### src/verilog/rv_exec_settings.svh
`ifndef RV_EXEC_SETTINGS_SVH
`define RV_EXEC_SETTINGS_SVH

// data word width
`define RV_XLEN 32

// shift amount bits taken from operand b
`define RV_SHAMT_W 5

// architectural register count, x0 included
`define RV_NREGS 32

`endif

### src/verilog/rv_exec_pkg.sv
`include "rv_exec_settings.svh"

package rv_exec_pkg;

    typedef logic [`RV_XLEN-1:0] word_t;
    typedef logic [4:0]          reg_addr_t;

    // alu control codes with fixed values
    typedef enum logic [3:0] {
        alu_add    = 4'd0,
        alu_sub    = 4'd1,
        alu_and    = 4'd2,
        alu_or     = 4'd3,
        alu_xor    = 4'd4,
        alu_slt    = 4'd5,
        alu_sltu   = 4'd6,
        alu_srl    = 4'd7,
        alu_sll    = 4'd8,
        alu_sra    = 4'd9,
        alu_sla    = 4'd10,
        alu_jal    = 4'd11,
        alu_jalr   = 4'd12,
        alu_pass_b = 4'd15
    } alu_op_e;

    // matches branch funct3 except for none
    typedef enum logic [2:0] {
        br_eq   = 3'd0,
        br_ne   = 3'd1,
        br_none = 3'd2,
        br_lt   = 3'd4,
        br_ge   = 3'd5,
        br_ltu  = 3'd6,
        br_geu  = 3'd7
    } br_op_e;

    typedef enum logic [1:0] {
        wb_none = 2'd0,
        wb_alu  = 2'd1,
        wb_link = 2'd2
    } wb_sel_e;

endpackage

### src/verilog/alu.sv
`include "rv_exec_settings.svh"

module alu
    import rv_exec_pkg::*;
(
    input  word_t   src_a_i,
    input  word_t   src_b_i,
    input  alu_op_e alu_op_i,
    input  br_op_e  br_op_i,
    output word_t   result_o,
    output logic    branch_o
);

    logic                  equal;
    logic                  lt_signed;
    logic                  lt_unsigned;
    logic                  is_jump;
    logic [`RV_SHAMT_W-1:0] shamt;

    assign equal       = (src_a_i == src_b_i);
    assign lt_signed   = ($signed(src_a_i) < $signed(src_b_i));
    assign lt_unsigned = (src_a_i < src_b_i);
    assign is_jump     = (alu_op_i == alu_jal) || (alu_op_i == alu_jalr);
    assign shamt       = src_b_i[`RV_SHAMT_W-1:0];

    // jumps always count as taken
    always_comb begin
        if (is_jump) begin
            branch_o = 1'b1;
        end else begin
            case (br_op_i)
                br_eq:   branch_o = equal;
                br_ne:   branch_o = !equal;
                br_lt:   branch_o = lt_signed;
                br_ge:   branch_o = !lt_signed;
                br_ltu:  branch_o = lt_unsigned;
                br_geu:  branch_o = !lt_unsigned;
                default: branch_o = 1'b0;
            endcase
        end
    end

    always_comb begin
        case (alu_op_i)
            alu_add: result_o = src_a_i + src_b_i;
            alu_sub: result_o = src_a_i - src_b_i;
            alu_and: result_o = src_a_i & src_b_i;
            alu_or:  result_o = src_a_i | src_b_i;
            alu_xor: result_o = src_a_i ^ src_b_i;
            alu_slt: begin
                result_o = {{(`RV_XLEN-1){1'b0}}, lt_signed};
            end
            alu_sltu: begin
                result_o = {{(`RV_XLEN-1){1'b0}}, lt_unsigned};
            end
            alu_srl: result_o = src_a_i >> shamt;
            // left shifts fill with zeros either way
            alu_sll, alu_sla: result_o = src_a_i << shamt;
            // arithmetic shift works on the signed view of a
            alu_sra: result_o = word_t'($signed(src_a_i) >>> shamt);
            // jal target arrives precomputed on b
            alu_jal:    result_o = src_b_i;
            alu_jalr:   result_o = src_a_i + src_b_i;
            alu_pass_b: result_o = src_b_i;
            default:    result_o = '0;
        endcase
    end

    // a jump code must win over any branch code
    always_comb begin
        if (is_jump) begin
            assert final (branch_o)
                else $error("alu: jump op %0d without branch", alu_op_i);
        end
    end

endmodule

### src/verilog/instr_decode.sv
`include "rv_exec_settings.svh"

module instr_decode
    import rv_exec_pkg::*;
(
    input  word_t     instr_i,
    input  word_t     pc_i,
    input  word_t     rs1_data_i,
    input  word_t     rs2_data_i,
    output reg_addr_t rs1_addr_o,
    output reg_addr_t rs2_addr_o,
    output reg_addr_t rd_o,
    output word_t     src_a_o,
    output word_t     src_b_o,
    output word_t     pc_imm_o,
    output alu_op_e   alu_op_o,
    output br_op_e    br_op_o,
    output wb_sel_e   wb_sel_o
);

    localparam logic [6:0] OPC_OP     = 7'b0110011;
    localparam logic [6:0] OPC_OP_IMM = 7'b0010011;
    localparam logic [6:0] OPC_LUI    = 7'b0110111;
    localparam logic [6:0] OPC_AUIPC  = 7'b0010111;
    localparam logic [6:0] OPC_BRANCH = 7'b1100011;
    localparam logic [6:0] OPC_JAL    = 7'b1101111;
    localparam logic [6:0] OPC_JALR   = 7'b1100111;

    logic [6:0] opcode;
    logic [2:0] funct3;
    logic       alt;
    word_t      imm_i;
    word_t      imm_u;
    word_t      imm_b;
    word_t      imm_j;
    word_t      imm;

    assign opcode     = instr_i[6:0];
    assign funct3     = instr_i[14:12];
    assign alt        = instr_i[30];
    assign rd_o       = instr_i[11:7];
    assign rs1_addr_o = instr_i[19:15];
    assign rs2_addr_o = instr_i[24:20];

    assign imm_i = {{(`RV_XLEN-12){instr_i[31]}}, instr_i[31:20]};
    assign imm_u = {{(`RV_XLEN-32){instr_i[31]}}, instr_i[31:12], 12'b0};
    assign imm_b = {{(`RV_XLEN-12){instr_i[31]}}, instr_i[7], instr_i[30:25],
                    instr_i[11:8], 1'b0};
    assign imm_j = {{(`RV_XLEN-20){instr_i[31]}}, instr_i[19:12], instr_i[20],
                    instr_i[30:21], 1'b0};

    always_comb begin
        case (opcode)
            OPC_LUI, OPC_AUIPC: imm = imm_u;
            OPC_BRANCH:         imm = imm_b;
            OPC_JAL:            imm = imm_j;
            default:            imm = imm_i;
        endcase
    end

    assign pc_imm_o = pc_i + imm;

    // funct3 to alu code, alt selects sub and sra
    function automatic alu_op_e funct_to_alu(input logic [2:0] f3, input logic sub_sra);
        case (f3)
            3'b000:  return sub_sra ? alu_sub : alu_add;
            3'b001:  return alu_sll;
            3'b010:  return alu_slt;
            3'b011:  return alu_sltu;
            3'b100:  return alu_xor;
            3'b101:  return sub_sra ? alu_sra : alu_srl;
            3'b110:  return alu_or;
            default: return alu_and;
        endcase
    endfunction

    always_comb begin
        src_a_o  = rs1_data_i;
        src_b_o  = rs2_data_i;
        alu_op_o = alu_add;
        br_op_o  = br_none;
        wb_sel_o = wb_none;
        case (opcode)
            OPC_OP: begin
                alu_op_o = funct_to_alu(funct3, alt);
                wb_sel_o = wb_alu;
            end
            OPC_OP_IMM: begin
                // addi has no subtract form
                src_b_o  = imm;
                alu_op_o = funct_to_alu(funct3, alt && (funct3 == 3'b101));
                wb_sel_o = wb_alu;
            end
            OPC_LUI: begin
                src_b_o  = imm;
                alu_op_o = alu_pass_b;
                wb_sel_o = wb_alu;
            end
            OPC_AUIPC: begin
                src_a_o  = pc_i;
                src_b_o  = imm;
                wb_sel_o = wb_alu;
            end
            OPC_BRANCH: begin
                if (funct3[2:1] != 2'b01) begin
                    br_op_o = br_op_e'(funct3);
                end
            end
            OPC_JAL: begin
                src_b_o  = pc_imm_o;
                alu_op_o = alu_jal;
                wb_sel_o = wb_link;
            end
            OPC_JALR: begin
                src_b_o  = imm;
                alu_op_o = alu_jalr;
                wb_sel_o = wb_link;
            end
            default: begin
                wb_sel_o = wb_none;
            end
        endcase
    end

endmodule

### src/verilog/reg_file.sv
`include "rv_exec_settings.svh"

module reg_file
    import rv_exec_pkg::*;
(
    input  logic      clk_i,
    input  logic      rst_i,
    input  reg_addr_t rs1_addr_i,
    input  reg_addr_t rs2_addr_i,
    output word_t     rs1_data_o,
    output word_t     rs2_data_o,
    input  logic      we_i,
    input  reg_addr_t rd_i,
    input  word_t     rd_data_i
);

    word_t regs [`RV_NREGS];

    always_ff @(posedge clk_i) begin
        if (rst_i) begin
            regs <= '{default: '0};
        end else if (we_i && (rd_i != '0)) begin
            regs[rd_i] <= rd_data_i;
        end
    end

    // x0 reads as zero
    assign rs1_data_o = (rs1_addr_i == '0) ? '0 : regs[rs1_addr_i];
    assign rs2_data_o = (rs2_addr_i == '0) ? '0 : regs[rs2_addr_i];

    x0_zero: assert property (@(posedge clk_i) disable iff (rst_i) regs[0] == '0)
        else $error("reg_file: x0 holds %h", regs[0]);

endmodule

### src/verilog/exec_stage.sv
module exec_stage
    import rv_exec_pkg::*;
(
    input  logic      clk_i,
    input  logic      rst_i,
    input  logic      valid_i,
    input  word_t     alu_result_i,
    input  logic      branch_i,
    input  word_t     pc_i,
    input  word_t     pc_imm_i,
    input  reg_addr_t rd_i,
    input  wb_sel_e   wb_sel_i,
    output logic      rf_we_o,
    output reg_addr_t rf_rd_o,
    output word_t     rf_data_o,
    output logic      valid_o,
    output word_t     result_o,
    output logic      branch_o,
    output word_t     target_o
);

    word_t link;
    word_t wb_value;
    word_t target;

    assign link     = pc_i + 4;
    assign wb_value = (wb_sel_i == wb_link) ? link : alu_result_i;
    // jumps take the alu target, branches pc plus offset
    assign target   = (wb_sel_i == wb_link) ? alu_result_i : pc_imm_i;

    // write lands on the same edge that registers the outputs
    assign rf_we_o   = valid_i && ((wb_sel_i == wb_alu) || (wb_sel_i == wb_link));
    assign rf_rd_o   = rd_i;
    assign rf_data_o = wb_value;

    always_ff @(posedge clk_i) begin
        if (rst_i) begin
            valid_o  <= 1'b0;
            branch_o <= 1'b0;
            result_o <= '0;
            target_o <= '0;
        end else begin
            valid_o  <= valid_i;
            branch_o <= valid_i && branch_i;
            if (valid_i) begin
                result_o <= wb_value;
                target_o <= target;
            end
        end
    end

    branch_needs_valid: assert property (
        @(posedge clk_i) disable iff (rst_i) branch_o |-> valid_o)
        else $error("exec_stage: branch_o without valid_o");

endmodule

### src/verilog/rv_exec_top.sv
module rv_exec_top
    import rv_exec_pkg::*;
(
    input  logic  clk_i,
    input  logic  rst_i,
    input  logic  instr_valid_i,
    input  word_t instr_i,
    input  word_t pc_i,
    output logic  valid_o,
    output word_t result_o,
    output logic  branch_o,
    output word_t target_o
);

    reg_addr_t rs1_addr;
    reg_addr_t rs2_addr;
    reg_addr_t rd;
    word_t     rs1_data;
    word_t     rs2_data;
    word_t     src_a;
    word_t     src_b;
    word_t     pc_imm;
    alu_op_e   alu_op;
    br_op_e    br_op;
    wb_sel_e   wb_sel;
    word_t     alu_result;
    logic      alu_branch;
    logic      rf_we;
    reg_addr_t rf_rd;
    word_t     rf_data;

    instr_decode u_decode (
        .instr_i    (instr_i),
        .pc_i       (pc_i),
        .rs1_data_i (rs1_data),
        .rs2_data_i (rs2_data),
        .rs1_addr_o (rs1_addr),
        .rs2_addr_o (rs2_addr),
        .rd_o       (rd),
        .src_a_o    (src_a),
        .src_b_o    (src_b),
        .pc_imm_o   (pc_imm),
        .alu_op_o   (alu_op),
        .br_op_o    (br_op),
        .wb_sel_o   (wb_sel)
    );

    reg_file u_reg_file (
        .clk_i      (clk_i),
        .rst_i      (rst_i),
        .rs1_addr_i (rs1_addr),
        .rs2_addr_i (rs2_addr),
        .rs1_data_o (rs1_data),
        .rs2_data_o (rs2_data),
        .we_i       (rf_we),
        .rd_i       (rf_rd),
        .rd_data_i  (rf_data)
    );

    alu u_alu (
        .src_a_i  (src_a),
        .src_b_i  (src_b),
        .alu_op_i (alu_op),
        .br_op_i  (br_op),
        .result_o (alu_result),
        .branch_o (alu_branch)
    );

    exec_stage u_stage (
        .clk_i        (clk_i),
        .rst_i        (rst_i),
        .valid_i      (instr_valid_i),
        .alu_result_i (alu_result),
        .branch_i     (alu_branch),
        .pc_i         (pc_i),
        .pc_imm_i     (pc_imm),
        .rd_i         (rd),
        .wb_sel_i     (wb_sel),
        .rf_we_o      (rf_we),
        .rf_rd_o      (rf_rd),
        .rf_data_o    (rf_data),
        .valid_o      (valid_o),
        .result_o     (result_o),
        .branch_o     (branch_o),
        .target_o     (target_o)
    );

endmodule

### config.mk
export PLATFORM = sky130hd
export DESIGN_NAME = rv_exec_top
export DESIGN_NICKNAME = d
export VERILOG_FILES = /design/src/verilog/rv_exec_pkg.sv /design/src/verilog/alu.sv /design/src/verilog/instr_decode.sv /design/src/verilog/reg_file.sv /design/src/verilog/exec_stage.sv /design/src/verilog/rv_exec_top.sv
export VERILOG_INCLUDE_DIRS = /design/src /design/src/verilog
export SDC_FILE = /design/constraint.sdc
export NUM_CORES = 2
export LEC_CHECK = 0
export ABC_AREA = 0
export BUFFER_PORTS_ARGS = -buffer_cell sky130_fd_sc_hd__buf_2
export CAP_MARGIN = 5
export CORE_AREA = 5 5 389 391
export CTS_BUF_LIST = sky130_fd_sc_hd__clkbuf_4 sky130_fd_sc_hd__clkbuf_8 sky130_fd_sc_hd__clkbuf_16
export CTS_CLUSTER_SIZE = 12
export DETAILED_ROUTE_END_ITERATION = 16
export DIE_AREA = 0 0 394 396
export PLACE_DENSITY = 0.6
export SLEW_MARGIN = 40
export SYNTH_ARGS = -nofsm -noshare
export SYNTH_HDL_FRONTEND = slang
export SYNTH_SLANG_ARGS = --single-unit
### constraint.sdc
create_clock -name clk_i -period 10.3 [get_ports clk_i]
set_input_delay 1.03 -clock clk_i [delete_from_list [all_inputs] [get_ports clk_i]]
set_output_delay 1.03 -clock clk_i [all_outputs]
set_load 0.02 [all_outputs]
==> run_results.csv <==
group,metric,value,unit
floorplan,start_util,46.7,%
final_layout,multi_input_area,43500,µm²
setup_path,slowest_stage,"mux2i_1",
sta,tightest_slew,0.948,ns
clock_network,cts_root_buffer,"clkbuf_16",
clock_network,cts.repair.resized,0,
clock_network,clock_sinks,1090,
global_routing,grt.overflow.total,0,
synthesis,synth_edf_count,0,
sta,setup-violations-final,0,
floorplan,fp.dieH,396,µm
final_layout,fin_util,51.8,%
global_routing,grt_max_degree,195,
routing,drc,0,
routing,drt_wl_total,367000,µm
final_layout,final_nets,7695,
final_layout,register_area,21800,µm²
routing,dr.pass1.iters,11,
setup_path,path_buf_inv,3,
synthesis,ys_seq_area_share,31.7,%
flow_run,cap_violations,0,
final_layout,most-common-layout-cells,"1,155 x nand2_1, 1,090 x dfxtp_1, 483 x a21oi_1",
routing,avgRoutedWirePerCell,38.4,µm
routing,vias,70302,
placement,portBuffers,132,
clock_network,h-tree-depth,3,
clock_network,cts_hold_buf,0,
sta,fmaxAchievable,110,MHz
sta,slew_headroom,36.7,%
global_routing,grt_pass1_wl,509000,µm
synthesis,mappedNetlistArea,68800,µm²
floorplan,die-area,156000,µm²
floorplan,rows,141,
setup_path,worstPathArrival,9.67,ns
routing,drt_iter0_drc,10276,
sta,tns,0,ns
clock_network,clk_pin_slew_worst_paths,0.06,ns
synthesis,synthFlopType,"dfxtp_1",
final_layout,syn2layout_area_growth,10.9,%
placement,post-place-ws,0.734,ns
routing,viasPerCell,7.37,
synthesis,ys.warnings.count,0,
final_layout,drive_above_1_share,18.9,%
setup_path,cp_max_fo,32,
placement,dp_hpwl,255000,µm
final_layout,fillers,13808,
power_and_ir_drop,power_density,141,nW/µm²
power_and_ir_drop,p_leak,27.1,nW
power_and_ir_drop,power,10.7,mW
clock_network,clk_latency,0.81,ns
clock_network,cts_tree,"done",
setup_path,cp_data_required_time,10.89,ns
synthesis,async_flop_share,0,%
clock_network,numCtsBuffers,120,
global_routing,grt_usage,44.9,%
worst_hold_path,hold_path.class,"reg -> reg",
sta,finalHoldViolCount,0,
synthesis,netlist_instances,7679,
placement,place.gp.congestion,1.10,
setup_path,critPathMaxStageDelay,0.69,ns
power_and_ir_drop,ir_worst_vdd,154,µV
synthesis,synth_cell_type_count,105,
clock_network,cts_setup_buffers,0,
sta,grt_setup_unrepaired,"no",
global_routing,antenna_found_initial,32,
global_routing,grt_pass1_vias,65660,
clock_network,cts_buffer_depth,3,
synthesis,syn_nets,7879,
setup_path,cp-end-kind,"flip-flop",
floorplan,io_pins,133,
floorplan,chipWidth,394,µm
sta,slew_violations,0,
final_layout,layout_commonest_cell,"nand2_1",
routing,ant_nets,0,
setup_path,startpoint_type,"input pin",
run_status,status,"finished, final reports clean",
sta,timing.final.crit_share,88.2,%
sta,clock_skew,0.0881,ns
synthesis,synth_seq_cells,1090,
setup_path,crit_type,"in -> reg",
sta,finalCriticalPeriod,9.08,ns
sta,fin_ws,1.22,ns
setup_path,crit_path_frequent_cell,"o21ai_0",
synthesis,syn_avg_cell_area,8.96,µm²
setup_path,crit_family,"compound AO/OA/AOI/OAI gates",
floorplan,core-area,147000,µm²
-- where the power goes --
group / leakage [nW] / internal, mW / switching [mW]
clock network: 2.09 / 2.61 / 1.94
logic: 16.2 / 0.521 / 1.38
registers: 8.78 / 4.24 / 0.0362
-- worst register-to-register path: stages (launching register included) --
cell       delay, ns
dfxtp_1         0.33
mux4_2          0.47
mux4_2          0.61
mux2i_1         0.38
nor2_1          0.18
a221o_1         0.53
ha_1            0.60
or3_1           0.67
nor4_2          0.55
a2111oi_0       0.23
buf_4           0.20
xor2_1          0.14
a221oi_1        0.46
nand4_1         0.36
nor3_1          0.29
buf_4           0.19
a41oi_4         0.20
buf_12          0.27
mux2i_1         0.17
nor2_1          0.05
-- layout make-up --
type                       count  area share, %
antenna                       14         0.0459
clock buffer                 190           4.94
clock inverter                30          0.520
inverter                     128          0.650
multi-input combinational   5665           57.0
sequential                  1090           28.6
tap                         1930           3.17
timing repair buffer         490           5.02
-- stage by stage --
stage	std cells	hold WS, ns	instance area [µm²]
2_1_floorplan	7679	0.438	68800
3_3_place_gp	9298	0.447	71700
3_5_place_dp	9302	0.458	72000
4_1_cts	9522	0.466	76200
5_1_grt	9523	0.485	76200
6_report	9537	0.465	76300
-- worst paths after layout --
kind,startpoint,to,slack [ns],cells after the start
setup / recovery,instr_i[3],u_reg_file.regs[569]$_SDFFE_PP0P_,1.22,25
hold / removal,u_reg_file.regs[944]$_SDFFE_PP0P_,u_reg_file.regs[944]$_SDFFE_PP0P_,0.47,2
setup reg to reg,u_reg_file.regs[236]$_SDFFE_PP0P_,u_stage.result_o[14]$_SDFFE_PP0P_,3.28,19
hold reg to reg,u_reg_file.regs[944]$_SDFFE_PP0P_,u_reg_file.regs[944]$_SDFFE_PP0P_,0.47,2
-- metal layers --
metal,part of all wire (%),GRT usage (%)
met1,37,57.1
met2,43,66.7
met3,12,12.8
met4,7.9,29.6
met5,0.014,0
-- cell families (layout without fill, tap and decap cells) --
logic type / Yosys count / count (layout) / share of synthesized area, %
AO/OA/AOI/OAI: 2190 / 2190 / 22.0
XOR/XNOR: 75 / 75 / 0.955
adder cells (fa/ha/maj): 133 / 133 / 2.45
buffers and inverters: 924 / 838 / 6.15
flip-flops: 1090 / 1090 / 31.7
multiplexers: 894 / 894 / 21.5
other: 0 / 14 / 0
AND/OR/NAND/NOR: 2373 / 2373 / 15.2
-- synthesized netlist by cell type (16+ instances only) --
cell / count / area share (%)
a211oi_1: 68 / 0.74
a21o_1: 69 / 0.75
xor2_1: 25 / 0.32
a22oi_1: 143 / 1.6
nor4_1: 23 / 0.21
mux4_2: 461 / 15
nand2_1: 1202 / 6.6
and3_1: 45 / 0.41
o221ai_1: 24 / 0.31
buf_1: 41 / 0.22
mux2i_1: 399 / 5.8
or2_2: 19 / 0.17
buf_4: 45 / 0.49
a311oi_1: 68 / 0.87
inv_1: 118 / 0.64
xnor2_1: 50 / 0.64
nor3_1: 76 / 0.55
buf_2: 150 / 1.1
o31ai_1: 129 / 1.4
nor2_1: 357 / 1.9
a221oi_1: 24 / 0.31
dfxtp_1: 1090 / 32
nand3_1: 419 / 3.0
a22o_1: 16 / 0.20
a32oi_1: 18 / 0.23
o32ai_1: 378 / 4.8
o21bai_1: 17 / 0.19
buf_6: 40 / 0.65
o211ai_1: 31 / 0.34
o22ai_1: 169 / 1.5
nand4_1: 42 / 0.38
o21ai_1: 58 / 0.42
and2_1: 30 / 0.27
ha_1: 130 / 2.4
a31oi_1: 41 / 0.37
nand2b_1: 34 / 0.31
a2111oi_0: 18 / 0.23
a21oi_1: 485 / 3.5
a221o_1: 19 / 0.28
clkbuf_1: 510 / 2.8
o21ai_0: 287 / 2.1
mux2_2: 33 / 0.54
nor2b_1: 61 / 0.55
-- flip-flops by register name, indices dropped and copies added, names as in the netlist --
signal,count
u_stage.result_o,32
u_stage.target_o,32
u_reg_file.regs,1024
u_stage.branch_o,1
u_stage.valid_o,1
No activity file was read; power rests on OpenSTA's default activity.
